**src/rtl/ahb_pkg.sv**
```systemverilog
/* AHB-Lite bus types and widths shared by the slave, the top level and the bench.
   only single transfers are exercised; burst types decode but carry no extra meaning */
package ahb_pkg;

  //------------------------------
  // bus widths
  //------------------------------
  localparam int AHB_ADDR_W = 32;  // byte address
  localparam int AHB_DATA_W = 32;  // word data, read and write
  localparam int AHB_SIZE_W = 3;   // HSIZE, accepted and ignored
  localparam int AHB_PROT_W = 4;   // HPROT, accepted and ignored

  // word offset is taken from the byte address above bit 1
  localparam int AHB_WORD_LSB = 2;

  //------------------------------
  // transfer types
  //------------------------------
  typedef enum logic [1:0] {
    IDLE   = 2'b00,  // no transfer
    BUSY   = 2'b01,  // master pause inside a burst
    NONSEQ = 2'b10,  // first or single transfer
    SEQ    = 2'b11   // burst continuation
  } htrans_t;

  // fixed slave responses, no wait states and no errors
  localparam logic AHB_READY_OUT = 1'b1;
  localparam logic AHB_RESP_OKAY = 1'b0;

endpackage

```
**src/rtl/plane_pkg.sv**
```systemverilog
/* register map, plane constants and the control and status structs of one enemy plane.
   coordinates are 8 bit screen pixels, the plane moves downward only */
package plane_pkg;

  //------------------------------
  // register map
  //------------------------------
  localparam int REG_OFS_W = 6;  // word offset = HADDR[7:2]

  typedef enum logic [REG_OFS_W-1:0] {
    REG_UPDATE   = 6'd0,  // rw, bit 0, movement tick
    REG_CREATE   = 6'd1,  // rw, bit 0, spawn on rise
    REG_HIT      = 6'd2,  // rw, bit 0, kill on rise
    REG_INIT_X   = 6'd3,  // rw, spawn x
    REG_INIT_Y   = 6'd4,  // rw, spawn y
    REG_POS_X    = 6'd5,  // ro
    REG_POS_Y    = 6'd6,  // ro
    REG_ATTITUDE = 6'd7,  // ro, animation frame
    REG_LIVE     = 6'd8   // ro
  } plane_reg_e;

  //------------------------------
  // plane constants
  //------------------------------
  localparam int COORD_W         = 8;
  localparam int ATTITUDE_W      = 8;       // frame counter as seen on the bus
  localparam int PLANE_STEP      = 1;       // pixels down per update
  localparam logic [COORD_W-1:0] PLANE_Y_MAX = 8'd160;  // bottom of screen
  localparam int ATTITUDE_FRAMES = 4;       // frames 0..3 then wrap

  typedef enum logic {
    DEAD   = 1'b0,
    FLYING = 1'b1
  } plane_state_e;

  // CPU written levels, slave -> logic (19 bits)
  typedef struct packed {
    logic               update;
    logic               create;
    logic               hit;
    logic [COORD_W-1:0] init_x;
    logic [COORD_W-1:0] init_y;
  } plane_ctrl_t;

  // plane state seen by CPU and display, logic -> slave (25 bits)
  typedef struct packed {
    logic [COORD_W-1:0]    pos_x;
    logic [COORD_W-1:0]    pos_y;
    logic [ATTITUDE_W-1:0] attitude;
    logic                  live;
  } plane_status_t;

endpackage

```
**src/rtl/ahb_plane_interface.sv**
```systemverilog
/* always-ready AHB-Lite slave, single word registers only; HSIZE and HPROT are ignored.
   writes land at the end of the data phase, reads are combinational off the registered offset */
module ahb_plane_interface (
  input  logic                              HCLK,
  input  logic                              HRESETn,
  input  logic                              HSEL,
  input  logic [ahb_pkg::AHB_ADDR_W-1:0]    HADDR,
  input  ahb_pkg::htrans_t                  HTRANS,
  input  logic [ahb_pkg::AHB_SIZE_W-1:0]    HSIZE,   // ignored
  input  logic [ahb_pkg::AHB_PROT_W-1:0]    HPROT,   // ignored
  input  logic                              HWRITE,
  input  logic [ahb_pkg::AHB_DATA_W-1:0]    HWDATA,
  input  logic                              HREADY,
  output logic                              HREADYOUT,
  output logic [ahb_pkg::AHB_DATA_W-1:0]    HRDATA,
  output logic                              HRESP,
  output plane_pkg::plane_ctrl_t            ctrl,    // control levels to plane logic
  input  plane_pkg::plane_status_t          status   // fed back from plane logic
);
  import ahb_pkg::*;
  import plane_pkg::*;

  logic                 accept;  // valid transfer in address phase
  logic [REG_OFS_W-1:0] addr_q;  // word offset held for data phase
  logic                 wr_q;    // one cycle write strobe

  // never stretched, never errors
  assign HREADYOUT = AHB_READY_OUT;
  assign HRESP     = AHB_RESP_OKAY;

  // BUSY and IDLE are not transfers
  assign accept = HSEL && HREADY && (HTRANS == NONSEQ || HTRANS == SEQ);

  //------------------------------
  // address phase capture
  //------------------------------
  always_ff @(posedge HCLK or negedge HRESETn) begin
    if (!HRESETn) begin
      addr_q <= '0;
      wr_q   <= 1'b0;
    end else begin
      if (accept) begin
        addr_q <= HADDR[AHB_WORD_LSB +: REG_OFS_W];  // hold offset for reads too
      end
      wr_q <= accept && HWRITE;  // strobe drops after one data phase
    end
  end

  //------------------------------
  // control registers
  //------------------------------
  always_ff @(posedge HCLK or negedge HRESETn) begin
    if (!HRESETn) begin
      ctrl <= '0;
    end else if (wr_q) begin
      case (addr_q)
        REG_UPDATE: ctrl.update <= HWDATA[0];
        REG_CREATE: ctrl.create <= HWDATA[0];
        REG_HIT:    ctrl.hit    <= HWDATA[0];
        REG_INIT_X: ctrl.init_x <= HWDATA[COORD_W-1:0];
        REG_INIT_Y: ctrl.init_y <= HWDATA[COORD_W-1:0];
        default: begin
          // status and unmapped offsets, write dropped
        end
      endcase
    end
  end

  //------------------------------
  // read decoder
  //------------------------------
  always_comb begin
    HRDATA = '0;  // zero extend, unmapped reads 0
    case (addr_q)
      REG_UPDATE:   HRDATA[0] = ctrl.update;
      REG_CREATE:   HRDATA[0] = ctrl.create;
      REG_HIT:      HRDATA[0] = ctrl.hit;
      REG_INIT_X:   HRDATA[COORD_W-1:0] = ctrl.init_x;
      REG_INIT_Y:   HRDATA[COORD_W-1:0] = ctrl.init_y;
      REG_POS_X:    HRDATA[COORD_W-1:0] = status.pos_x;
      REG_POS_Y:    HRDATA[COORD_W-1:0] = status.pos_y;
      REG_ATTITUDE: HRDATA[ATTITUDE_W-1:0] = status.attitude;
      REG_LIVE:     HRDATA[0] = status.live;
      default:      HRDATA = '0;
    endcase
  end

endmodule

```
**src/rtl/enemy_plane_logic.sv**
```systemverilog
/* single enemy plane, acting on rising edges of the CPU written control levels.
   priority create > hit > update; status follows one cycle after a control register changes */
module enemy_plane_logic (
  input  logic                     HCLK,
  input  logic                     HRESETn,
  input  plane_pkg::plane_ctrl_t   ctrl,    // levels from the slave registers
  output plane_pkg::plane_status_t status   // position, frame and live
);
  import plane_pkg::*;

  logic                  update_q;    // previous update level
  logic                  create_q;    // previous create level
  logic                  hit_q;       // previous hit level
  logic                  update_rise;
  logic                  create_rise;
  logic                  hit_rise;

  plane_state_e          state_q;
  logic [COORD_W-1:0]    pos_x_q;
  logic [COORD_W-1:0]    pos_y_q;
  logic [ATTITUDE_W-1:0] attitude_q;

  logic [COORD_W:0]      next_y;       // one extra bit so a wrap still counts as bottom
  logic [ATTITUDE_W-1:0] next_attitude;

  //------------------------------
  // edge detection
  //------------------------------
  always_ff @(posedge HCLK or negedge HRESETn) begin
    if (!HRESETn) begin
      update_q <= 1'b0;
      create_q <= 1'b0;
      hit_q    <= 1'b0;
    end else begin
      update_q <= ctrl.update;  // sampled every cycle
      create_q <= ctrl.create;
      hit_q    <= ctrl.hit;
    end
  end

  assign update_rise = ctrl.update && !update_q;
  assign create_rise = ctrl.create && !create_q;
  assign hit_rise    = ctrl.hit && !hit_q;

  // movement step and frame wrap
  assign next_y = {1'b0, pos_y_q} + (COORD_W + 1)'(PLANE_STEP);
  assign next_attitude = (attitude_q == ATTITUDE_W'(ATTITUDE_FRAMES - 1)) ?
                         '0 : attitude_q + 1'b1;

  //------------------------------
  // plane state
  //------------------------------
  always_ff @(posedge HCLK or negedge HRESETn) begin
    if (!HRESETn) begin
      state_q    <= DEAD;
      pos_x_q    <= '0;
      pos_y_q    <= '0;
      attitude_q <= '0;
    end else if (create_rise) begin
      // spawn, also over a live plane
      state_q    <= FLYING;
      pos_x_q    <= ctrl.init_x;
      pos_y_q    <= ctrl.init_y;
      attitude_q <= '0;
    end else if (hit_rise) begin
      state_q <= DEAD;  // position kept where it was shot
    end else if (update_rise && state_q == FLYING) begin
      pos_y_q    <= next_y[COORD_W-1:0];
      attitude_q <= next_attitude;
      if (next_y >= {1'b0, PLANE_Y_MAX}) begin
        state_q <= DEAD;  // left the screen
      end
    end
  end

  // status straight from the registers
  assign status.pos_x    = pos_x_q;
  assign status.pos_y    = pos_y_q;
  assign status.attitude = attitude_q;
  assign status.live     = (state_q == FLYING);

endmodule

```
**src/rtl/plane_subsystem.sv**
```systemverilog
/* one enemy plane behind an AHB-Lite slave port; status is also brought out for a display */
module plane_subsystem (
  input  logic                              HCLK,
  input  logic                              HRESETn,
  input  logic                              HSEL,
  input  logic [ahb_pkg::AHB_ADDR_W-1:0]    HADDR,
  input  ahb_pkg::htrans_t                  HTRANS,
  input  logic [ahb_pkg::AHB_SIZE_W-1:0]    HSIZE,
  input  logic [ahb_pkg::AHB_PROT_W-1:0]    HPROT,
  input  logic                              HWRITE,
  input  logic [ahb_pkg::AHB_DATA_W-1:0]    HWDATA,
  input  logic                              HREADY,
  output logic                              HREADYOUT,
  output logic [ahb_pkg::AHB_DATA_W-1:0]    HRDATA,
  output logic                              HRESP,
  output plane_pkg::plane_status_t          status
);
  import plane_pkg::*;

  plane_ctrl_t ctrl;  // register levels, slave -> logic

  ahb_plane_interface u_ahb_plane_interface (
    .HCLK      (HCLK),
    .HRESETn   (HRESETn),
    .HSEL      (HSEL),
    .HADDR     (HADDR),
    .HTRANS    (HTRANS),
    .HSIZE     (HSIZE),
    .HPROT     (HPROT),
    .HWRITE    (HWRITE),
    .HWDATA    (HWDATA),
    .HREADY    (HREADY),
    .HREADYOUT (HREADYOUT),
    .HRDATA    (HRDATA),
    .HRESP     (HRESP),
    .ctrl      (ctrl),
    .status    (status)  // read back over the bus
  );

  enemy_plane_logic u_enemy_plane_logic (
    .HCLK    (HCLK),
    .HRESETn (HRESETn),
    .ctrl    (ctrl),
    .status  (status)
  );

endmodule
```
**config.mk**
```make
export PLATFORM = sky130hd
export DESIGN_NAME = plane_subsystem
export DESIGN_NICKNAME = d
export VERILOG_FILES = /design/src/rtl/ahb_pkg.sv /design/src/rtl/plane_pkg.sv /design/src/rtl/ahb_plane_interface.sv /design/src/rtl/enemy_plane_logic.sv /design/src/rtl/plane_subsystem.sv
export SDC_FILE = /design/constraint.sdc
export NUM_CORES = 1
export LEC_CHECK = 0
export BUFFER_PORTS_ARGS = -buffer_cell sky130_fd_sc_hd__buf_4
export CAP_MARGIN = 20
export CORE_MARGIN = 3
export CORE_UTILIZATION = 47
export DETAILED_ROUTE_END_ITERATION = 10
export PLACE_DENSITY = 0.81
export SETUP_SLACK_MARGIN = 0.1
export SKIP_LAST_GASP = 1
export SLEW_MARGIN = 20
export SYNTH_ARGS = -nofsm -noshare
export SYNTH_HDL_FRONTEND = slang
export SYNTH_SLANG_ARGS = --single-unit
```
**constraint.sdc**
```tcl
create_clock -name HCLK -period 2.27 [get_ports HCLK]
set_input_delay 0.3405 -clock HCLK [delete_from_list [all_inputs] [get_ports HCLK]]
set_output_delay 0.3405 -clock HCLK [all_outputs]
set_load 0.02 [all_outputs]
```
==> results of run 1 <==
## sequential cells by signal, summed over array words and instances, names as in the netlist
register / flops
u_enemy_plane_logic.pos_x_q: 8
u_enemy_plane_logic.hit_q: 1
u_ahb_plane_interface.ctrl: 19
u_enemy_plane_logic.attitude_q: 8
u_enemy_plane_logic.state_q: 1
u_enemy_plane_logic.create_q: 1
u_ahb_plane_interface.wr_q: 1
u_enemy_plane_logic.pos_y_q: 8
u_enemy_plane_logic.update_q: 1
u_ahb_plane_interface.addr_q: 6
## stage by stage
step           total power, mW  instance area, sq um  util (%)
2_1_floorplan             2.04                  3010         -
3_3_place_gp              2.42                  3290      55.2
3_5_place_dp              2.45                  3290      55.2
4_1_cts                   3.04                  3390      56.9
5_1_grt                   3.23                  3440      57.7
6_report                  3.05                  3440      57.7
## placed cells by master, fill, tap and decap left out, types with 6 or more instances in the layout
| cell type | count |
|---|---|
| mux2_2 | 33 |
| o21ai_0 | 20 |
| nand3_1 | 12 |
| buf_4 | 59 |
| dfrtp_1 | 51 |
| nand2_1 | 27 |
| a21oi_1 | 9 |
| mux2i_1 | 7 |
| a22oi_1 | 6 |
| conb_1 | 26 |
## synth_stat cells (all sizes together) (3+ instances only)
master / number
buf: 32
xnor2: 5
or4: 3
nand2: 28
a21oi: 9
nand3b: 3
mux2: 33
mux2i: 7
nand4: 3
and3: 3
nor2: 5
clkbuf: 5
mux4: 3
o21ai: 20
nor2b: 3
nor4: 4
or3: 4
dfrtp: 54
a22oi: 6
xor2: 3
nand3: 13
## final timing paths
kind | endpoint | slack [ns] | from
setup / recovery | HRDATA[6] | 0.18 | u_ahb_plane_interface.addr_q[0]
hold / removal | u_enemy_plane_logic.state_q | 0.05 | HRESETn
hold reg to reg | u_enemy_plane_logic.create_q | 0.44 | u_ahb_plane_interface.ctrl[17]
min in group HCLK | u_ahb_plane_interface.wr_q | 0.24 | HWRITE
max in group asynchronous | u_ahb_plane_interface.addr_q[3] | 1.74 | HRESETn
setup reg to reg | u_enemy_plane_logic.state_q | 0.25 | u_enemy_plane_logic.pos_y_q[0]
## power by group through the flow
stage	combinational, mW	sequential (mW)	clock, mW
2_1_floorplan	0.566	1.48	0
3_3_place_gp	1.00	1.41	0
3_5_place_dp	1.03	1.42	0
4_1_cts	1.03	1.41	0.598
5_1_grt	1.14	1.45	0.639
6_report	1.04	1.42	0.592
## routing by layer
layer	up-vias	share of wire, %
li1	1037	-
met4	0	0.84
met1	1089	43
met3	6	6.2
met5	-	0
met2	88	50
## logic make-up after synthesis
kind of cell / count (synthesis) / share of synthesized area, %
AND/OR/NAND/NOR: 78 / 14.9
flip-flops: 54 / 46.2
AO/OA/AOI/OAI: 45 / 9.20
multiplexers: 43 / 17.4
buffers and inverters: 39 / 8.73
XOR/XNOR: 8 / 2.40
adder cells (fa/ha/maj): 2 / 0.856
other: 2 / 0.257
## cell type report
type                    instances  area [sq um]  share of cell area [%]
inverters                       2          7.51                   0.218
flip-flops and latches         54          1360                    39.4
clock buffers                   5          68.8                    2.00
repair buffers                 60           454                    13.2
clock inverters                 3          28.8                   0.837
multi-input cells             202          1430                    41.6
well taps                      75          93.8                    2.73
## worst register-to-register path, cell delays in order, from the launching register on
cell and delay (ns):
dfrtp_1 0.46, ha_1 0.24, and2_1 0.21, or4_1 0.54
a211o_1 0.31, o22a_1 0.16
## what timing repair did
item | 4_1_cts | 5_1_grt
pin swaps | 0 | 1
hold endpoints to repair | 0 | 0
setup endpoints to repair | 7 | 8
setup buffers | 0 | 3
gates cloned | 0 | 0
gates resized for setup | 2 | 7
==> flow_summary.toml, run 1 <==
[logic_synthesis]
ys_seq_elements = 54
synth_cell_types = 44
yosys.area.top_type = "dfrtp_1"
syn_inst = 271
synth_top_area_share_pct = 46.2
synthFlopType = "dfrtp_1"
synth_area_sq_um = 2920
synth_edf_count = 0
seq_area_frac_synth_pct = 46.2
synth_async_sr_flop_share_pct = 100
ys_top_cells_by_area = "dfrtp_1 (46%), mux2_2 (13%), buf_4 (7.2%)"
ys_warn_count = 0
syn_area_per_cell_sq_um = 10.8

[clock_tree]
cts.clk_slew.worst_paths_ns = 0.11
hold_buffers = 0
clock_sinks = 54
cts_tree = "built"
cts-root-buf = "clkbuf_8"
clkLatencyLatePin_ns = 0.32
cts_buffer_depth = 2
cts_buffers = 5
cts-htree-levels = 2

[detailed_routing]
viasPerCell = 5.54
drtAntennaViolNets = 0
dr.pass1.iters = 4
vias = 2220
drt_wl_total_um = 6670
drc = 0
wire_per_inst_um = 16.6
drtIter0Drc = 173

[timing]
worst_slew_pin_slew_ns = 0.679
setup_ws_ns = 0.182
finalCritPeriodShare_pct = 92.0
fmax_mhz = 479
skew_ns = 0.00951
slew_headroom_pct = 54.7
setup_violations = 0
final.min_clock_period_ns = 2.09
rsz0062_at_grt = "true"
hold_violations = 0
drv_slew = 0
setup_tns_ns = 0
hold_ws_ns = 0.0517

[critical_path]
reg2reg_depth = 5
worstSetupEndpointType = "output pin"
slowest_delay_ns = 0.53
worstSetupPathType = "reg -> out"
cp.depth = 3
arrival_ns = 1.75
cp_top_family = "multiplexers"
cp_slowest_cell = "mux4_2"
cp-start-kind = "flop"
path_cells = "mux4_2 -> a22o_1 -> buf_4"
path_max_fanout = 9
cp.buffers_inverters = 1
crit_required_ns = 1.93

[run]
cap_violations = 0

[finish]
drive_gt1_share_pct = 36.2
nets = 405
fin_cells = 401
n_fill_cell = 508
antenna_cells = 0
syn2layout_area_growth_pct = 17.6

[power]
swShare_pct = 38.7
p_seq_share_pct = 46.4
leakagePower_nw = 1.53
power_switching_mw = 1.18
p_int_mw = 1.87
pwr_density_cell_nw_per_um2 = 888
irDropWorstVdd_uv = 497
p_clk_share_pct = 19.4
comb_power_share_pct = 34.2

[global_routing]
met3_usage_pct = 4.17
busiest_layer = "met2"
met1_usage_pct = 26.2
grt_pass1_vias = 2155
grt_pass1_wl_um = 11100
grt_max_degree = 55
grt_use_met2_pct = 31.8
antenna_found_initial = 0
grtUsageTotal_pct = 19.3
grt-ovfl-total = 0

[floorplan]
die_h_um = 84.9
dieWidth_um = 84.9
pin_count = 137
die_area_sq_um = 7200
rows = 28
core-area_sq_um = 5960
initial_utilization_pct = 49.1

[placement]
place.gp.congestion = 0.818
placed_cells = 390
numPortBuffers = 52
dp_hpwl_um = 4710
place_ws_ns = 0.280

[worst_hold_path]
hold_class = "in -> async"

[outcome]
status = "completed"
Note: power is estimated with default switching activity, not from simulation.
==> run 2: changes to the inputs <==
--- a/config.mk
+++ b/config.mk
@@ -7,10 +7,12 @@
 export LEC_CHECK = 0
 export BUFFER_PORTS_ARGS = -buffer_cell sky130_fd_sc_hd__buf_4
 export CAP_MARGIN = 20
+export CELL_PAD_IN_SITES_DETAIL_PLACEMENT = 1
+export CELL_PAD_IN_SITES_GLOBAL_PLACEMENT = 1
 export CORE_MARGIN = 3
-export CORE_UTILIZATION = 47
+export CORE_UTILIZATION = 35
 export DETAILED_ROUTE_END_ITERATION = 10
-export PLACE_DENSITY = 0.81
+export PLACE_DENSITY_LB_ADDON = 0.1
 export SETUP_SLACK_MARGIN = 0.1
 export SKIP_LAST_GASP = 1
 export SLEW_MARGIN = 20
==> flow_summary.toml, run 2 (synthesized netlist as in run 1, its figures left out) <==
[floorplan]
core-area_sq_um = 7930
initial_utilization_pct = 36.9
pin_count = 137
dieWidth_um = 97.4
die_area_sq_um = 9480
die_h_um = 97.4
rows = 32

[clock_tree]
cts_buffer_depth = 2
cts_tree = "built"
cts.clk_slew.worst_paths_ns = 0.10
cts-root-buf = "clkbuf_8"
cts_buffers = 5
cts-htree-levels = 2
hold_buffers = 0
clock_sinks = 54
clkLatencyLatePin_ns = 0.31

[critical_path]
cp-start-kind = "flop"
path_cells = "mux4_2 -> nor2b_1 -> a31oi_1 -> o41ai_1 -> buf_4"
cp_slowest_cell = "mux4_2"
slowest_delay_ns = 0.52
path_max_fanout = 4
arrival_ns = 1.82
crit_required_ns = 1.93
worstSetupPathType = "reg -> out"
worstSetupEndpointType = "output pin"

[global_routing]
antenna_found_initial = 0
grt_max_degree = 55
grt-ovfl-total = 0
grtUsageTotal_pct = 16.2
grt_pass1_wl_um = 12300
grt_pass1_vias = 2236

[power]
total_power_mw = 3.10
irDropWorstVdd_uv = 299
p_int_mw = 1.92
pwr_density_cell_nw_per_um2 = 877
power_switching_mw = 1.18
p_clk_share_pct = 18.7
p_seq_share_pct = 45.8
comb_power_share_pct = 35.5
leakagePower_nw = 1.55
swShare_pct = 38.2

[detailed_routing]
viasPerCell = 5.11
drc = 0
dr.pass1.iters = 4
drt_wl_total_um = 7680
wire_per_inst_um = 17.8
vias = 2201
drtAntennaViolNets = 0
drtIter0Drc = 67

[finish]
fin_util_pct = 44.6
syn2layout_area_growth_pct = 20.8
largest_reg_flops = 19
final_common_cell = "buf_4"
drive_gt1_share_pct = 38.0
regMostFlops = "u_ahb_plane_interface.ctrl"
final_cell_mix = "buf_4 (58), dfrtp_1 (50), mux2_2 (33), nand2_1 (27), conb_1 (26)"
antenna_cells = 0
final_cell_area_sq_um = 3530
nets = 408

[run]
cap_violations = 0

[timing]
hold_violations = 0
setup_violations = 0
rsz0062_at_grt = "true"
finalCritPeriodShare_pct = 95.1
setup_tns_ns = 0
skew_ns = 0.00793
fmax_mhz = 463
worst_slew_pin_slew_ns = 0.857
hold_ws_ns = 0.0669
final.min_clock_period_ns = 2.16
slew_headroom_pct = 42.9
drv_slew = 0

[placement]
dp_hpwl_um = 5500
place.gp.congestion = 0.775
numPortBuffers = 52
placed_cell_area_sq_um = 3330

[worst_hold_path]
hold_class = "in -> async"

[outcome]
status = "completed"
run 2: cell types whose count changed in the layout (fill, tap and decap cells not counted), sizes merged:
cell	previous run	this run
inv	4	2
clkinvlp	0	1
clkbuf	5	6
buf	60	63
run 2: routing by layer:
layer / vias to the layer above / share of wire, % / global-route usage, %
met5: - / 0 / 0
met1: 1124 / 45 / 22.3
li1: 1030 / - / -
met3: 2 / 4.2 / 4.38
met2: 45 / 51 / 26.0
met4: 0 / 0.42 / 2.88
run 2: layout make-up:
type | count | area [sq um]
Fill cell | 912 | 4400
Multi-Input combinational cell | 202 | 1450
Sequential cell | 54 | 1360
Timing Repair Buffer | 63 | 500
Tap cell | 102 | 128
Clock buffer | 6 | 82.6
Clock inverter | 2 | 12.5
Inverter | 2 | 7.51
run 2: final timing paths:
check	endpoint	slack, ns	start	depth (start not counted)
worst min register to register	u_enemy_plane_logic.create_q	0.44	u_ahb_plane_interface.ctrl[17]	0
min in group HCLK	u_ahb_plane_interface.wr_q	0.24	HWRITE	3
worst max register to register	u_enemy_plane_logic.state_q	0.30	u_enemy_plane_logic.pos_y_q[0]	5
worst max-delay path	HRDATA[0]	0.11	u_ahb_plane_interface.addr_q[1]	5
worst min-delay path	u_enemy_plane_logic.update_q	0.07	HRESETn	1
max in group asynchronous	u_ahb_plane_interface.addr_q[4]	1.70	HRESETn	1
run 2: critical path: cells and delay by family (launching register included):
family	cells	cell delay, ns
buffers and inverters	1	0.17
flip-flops	1	0.45
AO/OA/AOI/OAI	2	0.23
multiplexers	1	0.52
AND/OR/NAND/NOR	1	0.14
run 2: what timing repair did:
item / in CTS / in global routing
resized for setup: 7 / 9
endpoints found under the setup margin: 8 / 8
pin swaps: 0 / 9
setup buffers: 2 / 3
run 2: power by group through the flow:
stage               Sequential, mW  Clock [mW]  Combinational [mW]
global route                  1.46       0.645                1.20
floorplan                     1.48           0               0.566
global placement              1.43           0                1.05
detailed placement            1.43           0                1.06
finish                        1.42       0.581                1.10
CTS                           1.42       0.594                1.08
run 2: stage by stage:
step,setup WS (ns),instances
after detailed placement,0.273,418
after global placement,0.296,418
after global routing,0.0203,431
after CTS,0.126,428
after floorplan,0.310,295
final,0.111,431
